==> config.mk <==
export PLATFORM = sky130hd
export DESIGN_NAME = priv_unit
export DESIGN_NICKNAME = d
export VERILOG_FILES = /design/src/rv32_trap_pkg.sv /design/src/rv32_csr_pkg.sv /design/src/priv_internal_if.sv /design/src/priv_unit.sv /design/src/trap_ctrl.sv /design/src/csr_rfile.sv
export SDC_FILE = /design/constraint.sdc
export NUM_CORES = 1
export LEC_CHECK = 0
export ABC_AREA = 1
export BUFFER_PORTS_ARGS = -buffer_cell sky130_fd_sc_hd__buf_4
export CAP_MARGIN = 25
export CORE_MARGIN = 5
export CORE_UTILIZATION = 25
export CTS_BUF_LIST = sky130_fd_sc_hd__clkbuf_4 sky130_fd_sc_hd__clkbuf_8
export CTS_CLUSTER_DIAMETER = 150
export DETAILED_ROUTE_END_ITERATION = 7
export MAX_ROUTING_LAYER = met4
export PLACE_DENSITY = 0.37
export REMOVE_ABC_BUFFERS = 1
export SLEW_MARGIN = 0
export SYNTH_ARGS = -nofsm -noshare
export SYNTH_HDL_FRONTEND = slang
export SYNTH_HIERARCHICAL = 1
export SYNTH_SLANG_ARGS = --single-unit
==> constraint.sdc <==
create_clock -name CLK -period 3.2 [get_ports CLK]
set_clock_uncertainty 0.05 [all_clocks]
set_input_delay 0.16 -clock CLK [delete_from_list [all_inputs] [get_ports CLK]]
set_output_delay 0.16 -clock CLK [all_outputs]
set_load 0.01 [all_outputs]
==> src/rv32_trap_pkg.sv <==
// ------------------------------------------------------------
// Trap encodings: exception and interrupt cause codes, the
// mcause interrupt flag and the mtvec mode field
// ------------------------------------------------------------
package rv32_trap_pkg;

  localparam int CAUSE_W  = 4;
  localparam int INTR_BIT = 31;

  // Synchronous exceptions reported by the pipeline
  typedef enum logic [CAUSE_W-1:0] {
    EXC_INSTR_MISALIGN = 4'd0,
    EXC_ILLEGAL_INSTR  = 4'd2,
    EXC_BREAKPOINT     = 4'd3,
    EXC_LOAD_FAULT     = 4'd5,
    EXC_STORE_FAULT    = 4'd7,
    EXC_ECALL_M        = 4'd11
  } exc_cause_t;

  // Machine interrupts, code equals the mie/mip bit index
  typedef enum logic [CAUSE_W-1:0] {
    IRQ_M_SOFT  = 4'd3,
    IRQ_M_TIMER = 4'd7,
    IRQ_M_EXT   = 4'd11
  } irq_cause_t;

  // mtvec[1:0], reserved modes behave as direct
  typedef enum logic [1:0] {
    TVEC_DIRECT   = 2'b00,
    TVEC_VECTORED = 2'b01
  } tvec_mode_t;

endpackage

==> src/rv32_csr_pkg.sv <==
// ------------------------------------------------------------
// Machine CSR map of the RV32 privilege unit: addresses, CSR
// opcodes, mstatus and mie/mip bit positions, ISA constants
// ------------------------------------------------------------
package rv32_csr_pkg;

  typedef logic [11:0] csr_addr_t;
  typedef logic [31:0] word_t;

  // Same encoding as funct3[1:0] of the Zicsr instructions
  typedef enum logic [1:0] {
    CSR_RW = 2'b01,
    CSR_RS = 2'b10,
    CSR_RC = 2'b11
  } csr_op_t;

  // Machine information registers
  localparam csr_addr_t MVENDORID_ADDR = 12'hF11;
  localparam csr_addr_t MARCHID_ADDR   = 12'hF12;
  localparam csr_addr_t MIMPID_ADDR    = 12'hF13;
  localparam csr_addr_t MHARTID_ADDR   = 12'hF14;

  // Trap setup and handling
  localparam csr_addr_t MSTATUS_ADDR   = 12'h300;
  localparam csr_addr_t MISA_ADDR      = 12'h301;
  localparam csr_addr_t MIE_ADDR       = 12'h304;
  localparam csr_addr_t MTVEC_ADDR     = 12'h305;
  localparam csr_addr_t MSCRATCH_ADDR  = 12'h340;
  localparam csr_addr_t MEPC_ADDR      = 12'h341;
  localparam csr_addr_t MCAUSE_ADDR    = 12'h342;
  localparam csr_addr_t MTVAL_ADDR     = 12'h343;
  localparam csr_addr_t MIP_ADDR       = 12'h344;

  // Timer, kept in the CSR space of this core
  localparam csr_addr_t MTIMECMP_ADDR  = 12'h321;
  localparam csr_addr_t MTIME_ADDR     = 12'h701;
  localparam csr_addr_t MTIMEH_ADDR    = 12'h741;

  // 64-bit counters
  localparam csr_addr_t MCYCLE_ADDR    = 12'hB00;
  localparam csr_addr_t MINSTRET_ADDR  = 12'hB02;
  localparam csr_addr_t MCYCLEH_ADDR   = 12'hB80;
  localparam csr_addr_t MINSTRETH_ADDR = 12'hB82;

  // mstatus fields held by this machine-only core
  localparam int MSTATUS_MIE  = 3;
  localparam int MSTATUS_MPIE = 7;

  // Bit positions shared by mie and mip
  localparam int MIX_MSI = 3;
  localparam int MIX_MTI = 7;
  localparam int MIX_MEI = 11;
  localparam word_t MIX_MASK = (32'd1 << MIX_MSI) | (32'd1 << MIX_MTI) | (32'd1 << MIX_MEI);

  // ISA and identification
  localparam logic [1:0] MISA_MXL_32 = 2'b01;
  localparam logic [25:0] MISA_EXT_I = 26'd1 << 8;
  localparam word_t MISA_VALUE = {MISA_MXL_32, 4'b0000, MISA_EXT_I};
  localparam word_t MVENDORID_VALUE = 32'd0;
  localparam word_t MARCHID_VALUE   = 32'd0;
  localparam word_t MIMPID_VALUE    = 32'd0;

endpackage
==> src/priv_internal_if.sv <==
// ------------------------------------------------------------
// Link between the CSR register file and the trap controller.
// The csr side exports trap state, the trap side commits traps
// ------------------------------------------------------------
interface priv_internal_if
  import rv32_csr_pkg::*;
();

  // Trap decisions, valid in the cycle they are raised
  logic  trap_commit;
  logic  mret_commit;
  word_t cause_next;
  word_t epc_next;
  word_t tval_next;

  // Current CSR state seen by the trap logic
  word_t mtvec;
  word_t mepc;
  logic  mstatus_mie;
  word_t mie;
  word_t mip;

  modport csr (
    input  trap_commit,
    input  mret_commit,
    input  cause_next,
    input  epc_next,
    input  tval_next,
    output mtvec,
    output mepc,
    output mstatus_mie,
    output mie,
    output mip
  );

  modport trap (
    output trap_commit,
    output mret_commit,
    output cause_next,
    output epc_next,
    output tval_next,
    input  mtvec,
    input  mepc,
    input  mstatus_mie,
    input  mie,
    input  mip
  );

endinterface

==> src/priv_unit.sv <==
// ------------------------------------------------------------
// Machine-mode privilege unit top level. Plain ports toward
// the pipeline, CSR file and trap control joined inside
// ------------------------------------------------------------
module priv_unit
  import rv32_csr_pkg::*;
  import rv32_trap_pkg::*;
#(
  parameter word_t HART_ID = 32'd0
) (
  input  logic       CLK,
  input  logic       nRST,
  // CSR request from the pipeline
  input  logic       csr_valid,
  output logic       csr_ready,
  input  csr_op_t    csr_op,
  input  csr_addr_t  csr_addr,
  input  word_t      csr_wdata,
  output word_t      csr_rdata,
  output logic       csr_illegal,
  // Pipeline status
  input  logic       instr_retired,
  input  logic       exc_valid,
  input  exc_cause_t exc_cause,
  input  word_t      exc_pc,
  input  word_t      exc_tval,
  input  logic       mret,
  input  logic       ext_irq,
  // Control flow change
  output logic       trap_taken,
  output word_t      redirect_pc
);

  priv_internal_if prv_if ();

  csr_rfile #(
    .HART_ID (HART_ID)
  ) csr_rfile_i (
    .CLK           (CLK),
    .nRST          (nRST),
    .csr_valid     (csr_valid),
    .csr_ready     (csr_ready),
    .csr_op        (csr_op),
    .csr_addr      (csr_addr),
    .csr_wdata     (csr_wdata),
    .csr_rdata     (csr_rdata),
    .csr_illegal   (csr_illegal),
    .instr_retired (instr_retired),
    .ext_irq       (ext_irq),
    .prv           (prv_if.csr)
  );

  trap_ctrl trap_ctrl_i (
    .exc_valid   (exc_valid),
    .exc_cause   (exc_cause),
    .exc_pc      (exc_pc),
    .exc_tval    (exc_tval),
    .mret        (mret),
    .csr_ready   (csr_ready),
    .trap_taken  (trap_taken),
    .redirect_pc (redirect_pc),
    .prv         (prv_if.trap)
  );

endmodule

==> src/trap_ctrl.sv <==
// ------------------------------------------------------------
// Combinational trap decision: interrupt masking, priority,
// mcause encoding, redirect pc and CSR port stall
// ------------------------------------------------------------
module trap_ctrl
  import rv32_csr_pkg::*;
  import rv32_trap_pkg::*;
(
  input  logic       exc_valid,
  input  exc_cause_t exc_cause,
  input  word_t      exc_pc,
  input  word_t      exc_tval,
  input  logic       mret,
  output logic       csr_ready,
  output logic       trap_taken,
  output word_t      redirect_pc,
  priv_internal_if.trap prv
);

  word_t      irq_pend;
  logic       irq_any;
  logic       irq_take;
  logic       mret_take;
  irq_cause_t irq_code;
  tvec_mode_t tvec_mode;
  word_t      tvec_base;
  word_t      cause;

  // Enabled pending set, gated globally by mstatus.MIE
  assign irq_pend = prv.mip & prv.mie;
  assign irq_any  = irq_pend[MIX_MEI] | irq_pend[MIX_MSI] | irq_pend[MIX_MTI];
  assign irq_take = prv.mstatus_mie & irq_any & ~exc_valid & ~mret;

  // External before software before timer
  always_comb begin
    if (irq_pend[MIX_MEI]) begin
      irq_code = IRQ_M_EXT;
    end else if (irq_pend[MIX_MSI]) begin
      irq_code = IRQ_M_SOFT;
    end else begin
      irq_code = IRQ_M_TIMER;
    end
  end

  // An exception in the same cycle wins over mret
  assign mret_take  = mret & ~exc_valid;
  assign trap_taken = exc_valid | irq_take;

  always_comb begin
    cause = '0;
    if (exc_valid) begin
      cause[CAUSE_W-1:0] = exc_cause;
    end else begin
      cause[INTR_BIT]    = 1'b1;
      cause[CAUSE_W-1:0] = irq_code;
    end
  end

  assign tvec_mode = tvec_mode_t'(prv.mtvec[1:0]);
  assign tvec_base = {prv.mtvec[31:2], 2'b00};

  always_comb begin
    if (mret_take) begin
      redirect_pc = prv.mepc;
    end else if (irq_take && (tvec_mode == TVEC_VECTORED)) begin
      redirect_pc = tvec_base + {26'd0, irq_code, 2'b00};
    end else begin
      redirect_pc = tvec_base;
    end
  end

  // Pipeline stalls its CSR request while a commit is in flight
  assign csr_ready = ~(trap_taken | mret_take);

  assign prv.trap_commit = trap_taken;
  assign prv.mret_commit = mret_take;
  assign prv.cause_next  = cause;
  // For interrupts the pipeline presents the resume pc on exc_pc
  assign prv.epc_next    = exc_pc;
  assign prv.tval_next   = exc_valid ? exc_tval : '0;

endmodule

==> src/csr_rfile.sv <==
// ------------------------------------------------------------
// Machine CSR storage with timer and counters. Serves the
// pipeline CSR port and applies commits from the trap control
// ------------------------------------------------------------
module csr_rfile
  import rv32_csr_pkg::*;
#(
  parameter word_t HART_ID = 32'd0
) (
  input  logic      CLK,
  input  logic      nRST,
  input  logic      csr_valid,
  input  logic      csr_ready,
  input  csr_op_t   csr_op,
  input  csr_addr_t csr_addr,
  input  word_t     csr_wdata,
  output word_t     csr_rdata,
  output logic      csr_illegal,
  input  logic      instr_retired,
  input  logic      ext_irq,
  priv_internal_if.csr prv
);

  logic        mstatus_mie;
  logic        mstatus_mpie;
  word_t       mie;
  logic        msip;
  word_t       mtvec;
  word_t       mscratch;
  word_t       mepc;
  word_t       mcause;
  word_t       mtval;
  word_t       mtimecmp;
  logic [63:0] mtime;
  logic [63:0] mcycle;
  logic [63:0] minstret;

  word_t mstatus_w;
  word_t mip_w;
  logic  mtip;
  logic  addr_known;
  logic  read_only;
  logic  is_write;
  logic  wr_en;
  word_t csr_new;

  // Increment a 64-bit counter unless one of its halves is written
  function automatic logic [63:0] cnt_next(input logic [63:0] cur, input logic inc,
                                           input logic wr_lo, input logic wr_hi,
                                           input word_t data);
    logic [63:0] nxt;
    nxt = cur + {63'd0, inc};
    if (wr_lo) begin
      nxt = {cur[63:32], data};
    end
    if (wr_hi) begin
      nxt = {data, cur[31:0]};
    end
    return nxt;
  endfunction

  always_comb begin
    mstatus_w               = '0;
    mstatus_w[MSTATUS_MIE]  = mstatus_mie;
    mstatus_w[MSTATUS_MPIE] = mstatus_mpie;
  end

  assign mtip = mtime >= {32'd0, mtimecmp};

  always_comb begin
    mip_w          = '0;
    mip_w[MIX_MSI] = msip;
    mip_w[MIX_MTI] = mtip;
    mip_w[MIX_MEI] = ext_irq;
  end

  // Read mux and address decode showing the old value during the transfer
  always_comb begin
    addr_known = 1'b1;
    case (csr_addr)
      MVENDORID_ADDR: csr_rdata = MVENDORID_VALUE;
      MARCHID_ADDR:   csr_rdata = MARCHID_VALUE;
      MIMPID_ADDR:    csr_rdata = MIMPID_VALUE;
      MHARTID_ADDR:   csr_rdata = HART_ID;
      MISA_ADDR:      csr_rdata = MISA_VALUE;
      MSTATUS_ADDR:   csr_rdata = mstatus_w;
      MIE_ADDR:       csr_rdata = mie;
      MTVEC_ADDR:     csr_rdata = mtvec;
      MSCRATCH_ADDR:  csr_rdata = mscratch;
      MEPC_ADDR:      csr_rdata = mepc;
      MCAUSE_ADDR:    csr_rdata = mcause;
      MTVAL_ADDR:     csr_rdata = mtval;
      MIP_ADDR:       csr_rdata = mip_w;
      MTIMECMP_ADDR:  csr_rdata = mtimecmp;
      MTIME_ADDR:     csr_rdata = mtime[31:0];
      MTIMEH_ADDR:    csr_rdata = mtime[63:32];
      MCYCLE_ADDR:    csr_rdata = mcycle[31:0];
      MCYCLEH_ADDR:   csr_rdata = mcycle[63:32];
      MINSTRET_ADDR:  csr_rdata = minstret[31:0];
      MINSTRETH_ADDR: csr_rdata = minstret[63:32];
      default: begin
        addr_known = 1'b0;
        csr_rdata  = '0;
      end
    endcase
  end

  assign read_only = csr_addr inside {MISA_ADDR, MVENDORID_ADDR, MARCHID_ADDR,
                                      MIMPID_ADDR, MHARTID_ADDR};

  // Set or clear with a zero mask only reads as with rs1 = x0
  assign is_write    = (csr_op == CSR_RW) || (csr_wdata != '0);
  assign csr_illegal = ~addr_known | (read_only & is_write);
  assign wr_en       = csr_valid & csr_ready & is_write & ~csr_illegal;

  always_comb begin
    case (csr_op)
      CSR_RW:  csr_new = csr_wdata;
      CSR_RS:  csr_new = csr_rdata | csr_wdata;
      CSR_RC:  csr_new = csr_rdata & ~csr_wdata;
      default: csr_new = csr_rdata;
    endcase
  end

  always_ff @(posedge CLK, negedge nRST) begin
    if (!nRST) begin
      mstatus_mie  <= 1'b0;
      mstatus_mpie <= 1'b0;
      mie          <= '0;
      msip         <= 1'b0;
      mtvec        <= '0;
      mscratch     <= '0;
      mepc         <= '0;
      mcause       <= '0;
      mtval        <= '0;
      mtimecmp     <= '0;
      mtime        <= '0;
      mcycle       <= '0;
      minstret     <= '0;
    end else begin
      mtime    <= cnt_next(mtime, 1'b1, wr_en && (csr_addr == MTIME_ADDR),
                           wr_en && (csr_addr == MTIMEH_ADDR), csr_new);
      mcycle   <= cnt_next(mcycle, 1'b1, wr_en && (csr_addr == MCYCLE_ADDR),
                           wr_en && (csr_addr == MCYCLEH_ADDR), csr_new);
      minstret <= cnt_next(minstret, instr_retired, wr_en && (csr_addr == MINSTRET_ADDR),
                           wr_en && (csr_addr == MINSTRETH_ADDR), csr_new);

      // Trap and mret updates take precedence over the pipeline
      if (prv.trap_commit) begin
        mepc         <= prv.epc_next;
        mcause       <= prv.cause_next;
        mtval        <= prv.tval_next;
        mstatus_mpie <= mstatus_mie;
        mstatus_mie  <= 1'b0;
      end else if (prv.mret_commit) begin
        mstatus_mie  <= mstatus_mpie;
        mstatus_mpie <= 1'b1;
      end else if (wr_en) begin
        case (csr_addr)
          MSTATUS_ADDR: begin
            mstatus_mie  <= csr_new[MSTATUS_MIE];
            mstatus_mpie <= csr_new[MSTATUS_MPIE];
          end
          MIE_ADDR:      mie      <= csr_new & MIX_MASK;
          MIP_ADDR:      msip     <= csr_new[MIX_MSI];
          MTVEC_ADDR:    mtvec    <= csr_new;
          MSCRATCH_ADDR: mscratch <= csr_new;
          MEPC_ADDR:     mepc     <= csr_new;
          MCAUSE_ADDR:   mcause   <= csr_new;
          MTVAL_ADDR:    mtval    <= csr_new;
          MTIMECMP_ADDR: mtimecmp <= csr_new;
          default: ;
        endcase
      end
    end
  end

  assign prv.mtvec       = mtvec;
  assign prv.mepc        = mepc;
  assign prv.mstatus_mie = mstatus_mie;
  assign prv.mie         = mie;
  assign prv.mip         = mip_w;

endmodule

==> summary.md <==
| Metric | Value |
|---|---|
| Antenna viol nets, final | 0 |
| Layout area overhead | 46.7% |
| Number of cell rows | 126 |
| Crit start category | flip-flop |
| Mapped Area | 29500 sq um |
| Critical Path AT | 3790 ps |
| Vias in the first global route | 34100 |
| Clock Latency Late Sink | 770 ps |
| # clock sinks | 390 |
| Root buffer cell | clkbuf_8 |
| Core Util, Final | 36.8% |
| Drc violations | 0 |
| WL per Instance | roughly 29 um |
| Core Area | between 100000 and 150000 sq um |
| Switching Power | 0.00439 W |
| CP required | 2990 ps |
| CTS buffer count | 87 |
| I/O pin count | 188 |
| Final GP Congestion | 0.996 |
| Max Clk Rate | 250 MHz |
| Initial Util | about a quarter |
| Crit Path Category | flip-flop to output pin |
| Comb power frac | 15.9% |
| Synth Warn # | 6 |
| Fin crit share | 125% |
| Flop pwr share | 38.4% |
| Status | finished with violations |
| Setup TNS | -194920 ps |
| Clock Tree Buf Depth | 3 |
| Most frequent cells in the layout | nand2_1 (1495), buf_4 (571), inv_1 (446) |
| Clock transition at path regs | 60 ps |
| Initial antenna violation count | 14 |
| Largest net degree at the start of global routing | 80 |
| FILL cells | approximately 13000 |
| Post-Route WL | 200000 um |
| Global route overflow | 0 |
| Nets@finish | between 5000 and 6000 |
| Die width | 353 um |
| Sw Share | 31.5% |
| Final Max Slew Viols | 0 |
| Leak Pwr | 21.3 nW |
| Max FO, Critical Path | 7 |
| Hold WC Path Type | primary input to flip-flop |
| DP HPWL | 147000 um |
| Maximum capacitance violations | 0 |
| Most common library cell in the layout ignoring fill and taps | nand2_1 |
| Htree depth | 3 |
| First-pass DRT Iterations | 6 |
| Worst VDD drop | 0.000282 V |
| Failing checks | setup timing |
| CTS tree | built |
| Vias/cell | between 5 and 6 |
| Slew @ Worst Pin | 854 ps |
| Unrepaired setup endpoints after global routing | true |
| Final worst slack | -803 ps |
| Chip height | 353 um |
| Mapped Cells | around 4600 |
| Synth Area per Inst | 6.41 sq um |
| First-pass GRT wire length | 266000 um |
| Buffers added on ports | 187 |
| Final setup violation count | about 420 |
| Final Hold Viols | 0 |
| Routed via count | ~36000 |
| Die Area | 125000 sq um |
| All-Layer GR Usage | 30.6% |
| Share of total power in the clock network | a little under half |
| Layout cell share with drive strength beyond 1 | between 20% and 30% |
| Int Power | 0.00957 W |
| Slew headroom | 43.1% |
| Setup crit end kind | output pin |
| Drt first-iter violations | roughly 3600 |
| Final min period | 4000 ps |
| PwrDens | 323 nW/um^2 |
## layer usage
| layer | vias to the layer above | wire, um | global-route usage [%] |
|---|---|---|---|
| li1 | 16300 | - | - |
| met3 | 388 | 13900 | 4.15 |
| met5 | - | 0 | - |
| met2 | 1547 | 91900 | 48.8 |
| met4 | 0 | 9600 | 10.2 |
| met1 | 17600 | 85100 | 40.2 |
## worst max-delay path: stages (launching register included)
cell and delay, ps:
dfrtp_2 460, ha_4 300, nand2_4 50, buf_6 110
nor2_4 110, nand2_4 80, nor2_4 100, nand2_1 70
nand3_2 80, nor2_4 40, nand2_4 90, nand2_2 60
nand3_2 90, buf_6 110, nand3_4 140, nor2_8 230
buf_6 130, nand3b_4 80, nor2_4 180, xor2_1 190
nand2_1 120, nand2_2 100, buf_6 100
## what timing repair did
| action | 4_1_cts | 5_1_grt |
|---|---|---|
| setup endpoints to repair | 423 | 422 |
| hold buffers | 97 | 0 |
| pin swaps | 40 | 178 |
| buffers inserted | 50 | 39 |
| hold endpoints to repair | 413 | 0 |
| gates cloned | 23 | 34 |
| resized for setup | 188 | 477 |
## state kept, by name (all words and copies together), names as in the netlist, 3 cells and up
signal,cells
csr_rfile_i/mtimecmp,32
csr_rfile_i/prv.mie,3
csr_rfile_i/mcycle,64
csr_rfile_i/prv.mepc,32
csr_rfile_i/mscratch,32
csr_rfile_i/minstret,64
csr_rfile_i/mtval,32
csr_rfile_i/mcause,32
csr_rfile_i/prv.mtvec,32
csr_rfile_i/mtime,64
## through the flow
step | hold slack (ps) | total power (W) | setup WS (ps) | instance area (sq um) | cells
global placement | 101 | 0.00711 | -625 | 36100 | 6591
floorplan | -186 | 0.00600 | -4100 | 28400 | 4394
CTS | 0.0706 | 0.0139 | -873 | 40700 | 6913
finish | 45.4 | 0.0140 | -803 | 43300 | 6973
detailed placement | 95.6 | 0.00711 | -594 | 36100 | 6591
global route | 40.3 | 0.0144 | -960 | 43300 | 6973
## path summary, 6_finish.rpt
path                                          start                   endpoint  slack, ps  depth (start not counted)
max in group asynchronous                      nRST      csr_rfile_i/mtval[20]       2260                          4
hold reg to reg              csr_rfile_i/mcause[18]     csr_rfile_i/mcause[18]        430                          2
min in group asynchronous                      nRST   csr_rfile_i/mtimecmp[11]         60                          3
setup reg to reg           csr_rfile_i/mtimecmp[11]   csr_rfile_i/minstret[61]       -760                         28
setup / recovery              csr_rfile_i/mtime[31]            redirect_pc[23]       -800                         22
hold / removal                        csr_wdata[18]  csr_rfile_i/prv.mtvec[18]         50                          6
## power groups by stage
| stage | sequential, W | combinational, W | clock (W) |
|---|---|---|---|
| after floorplan | 0.00535 | 0.000647 | 0 |
| after global placement | 0.00542 | 0.00169 | 0 |
| after detailed placement | 0.00542 | 0.00169 | 0 |
| after CTS | 0.00534 | 0.00201 | 0.00651 |
| after global routing | 0.00538 | 0.00235 | 0.00670 |
| final | 0.00535 | 0.00222 | 0.00638 |
## area by class of cell
| cell class | instances | area [sq um] | area share [%] |
|---|---|---|---|
| tap | 1536 | 1920 | 4.44 |
| sequential | 390 | 9760 | 22.6 |
| timing repair buffer | 888 | 9390 | 21.7 |
| clock buffer | 137 | 1730 | 4.00 |
| antenna | 3 | 7.51 | 0.0174 |
| clock inverter | 15 | 149 | 0.344 |
| inverter | 480 | 1870 | 4.32 |
| multi-input combinational | 3524 | 18400 | 42.6 |
Note: power is estimated with default switching activity, not from simulation.
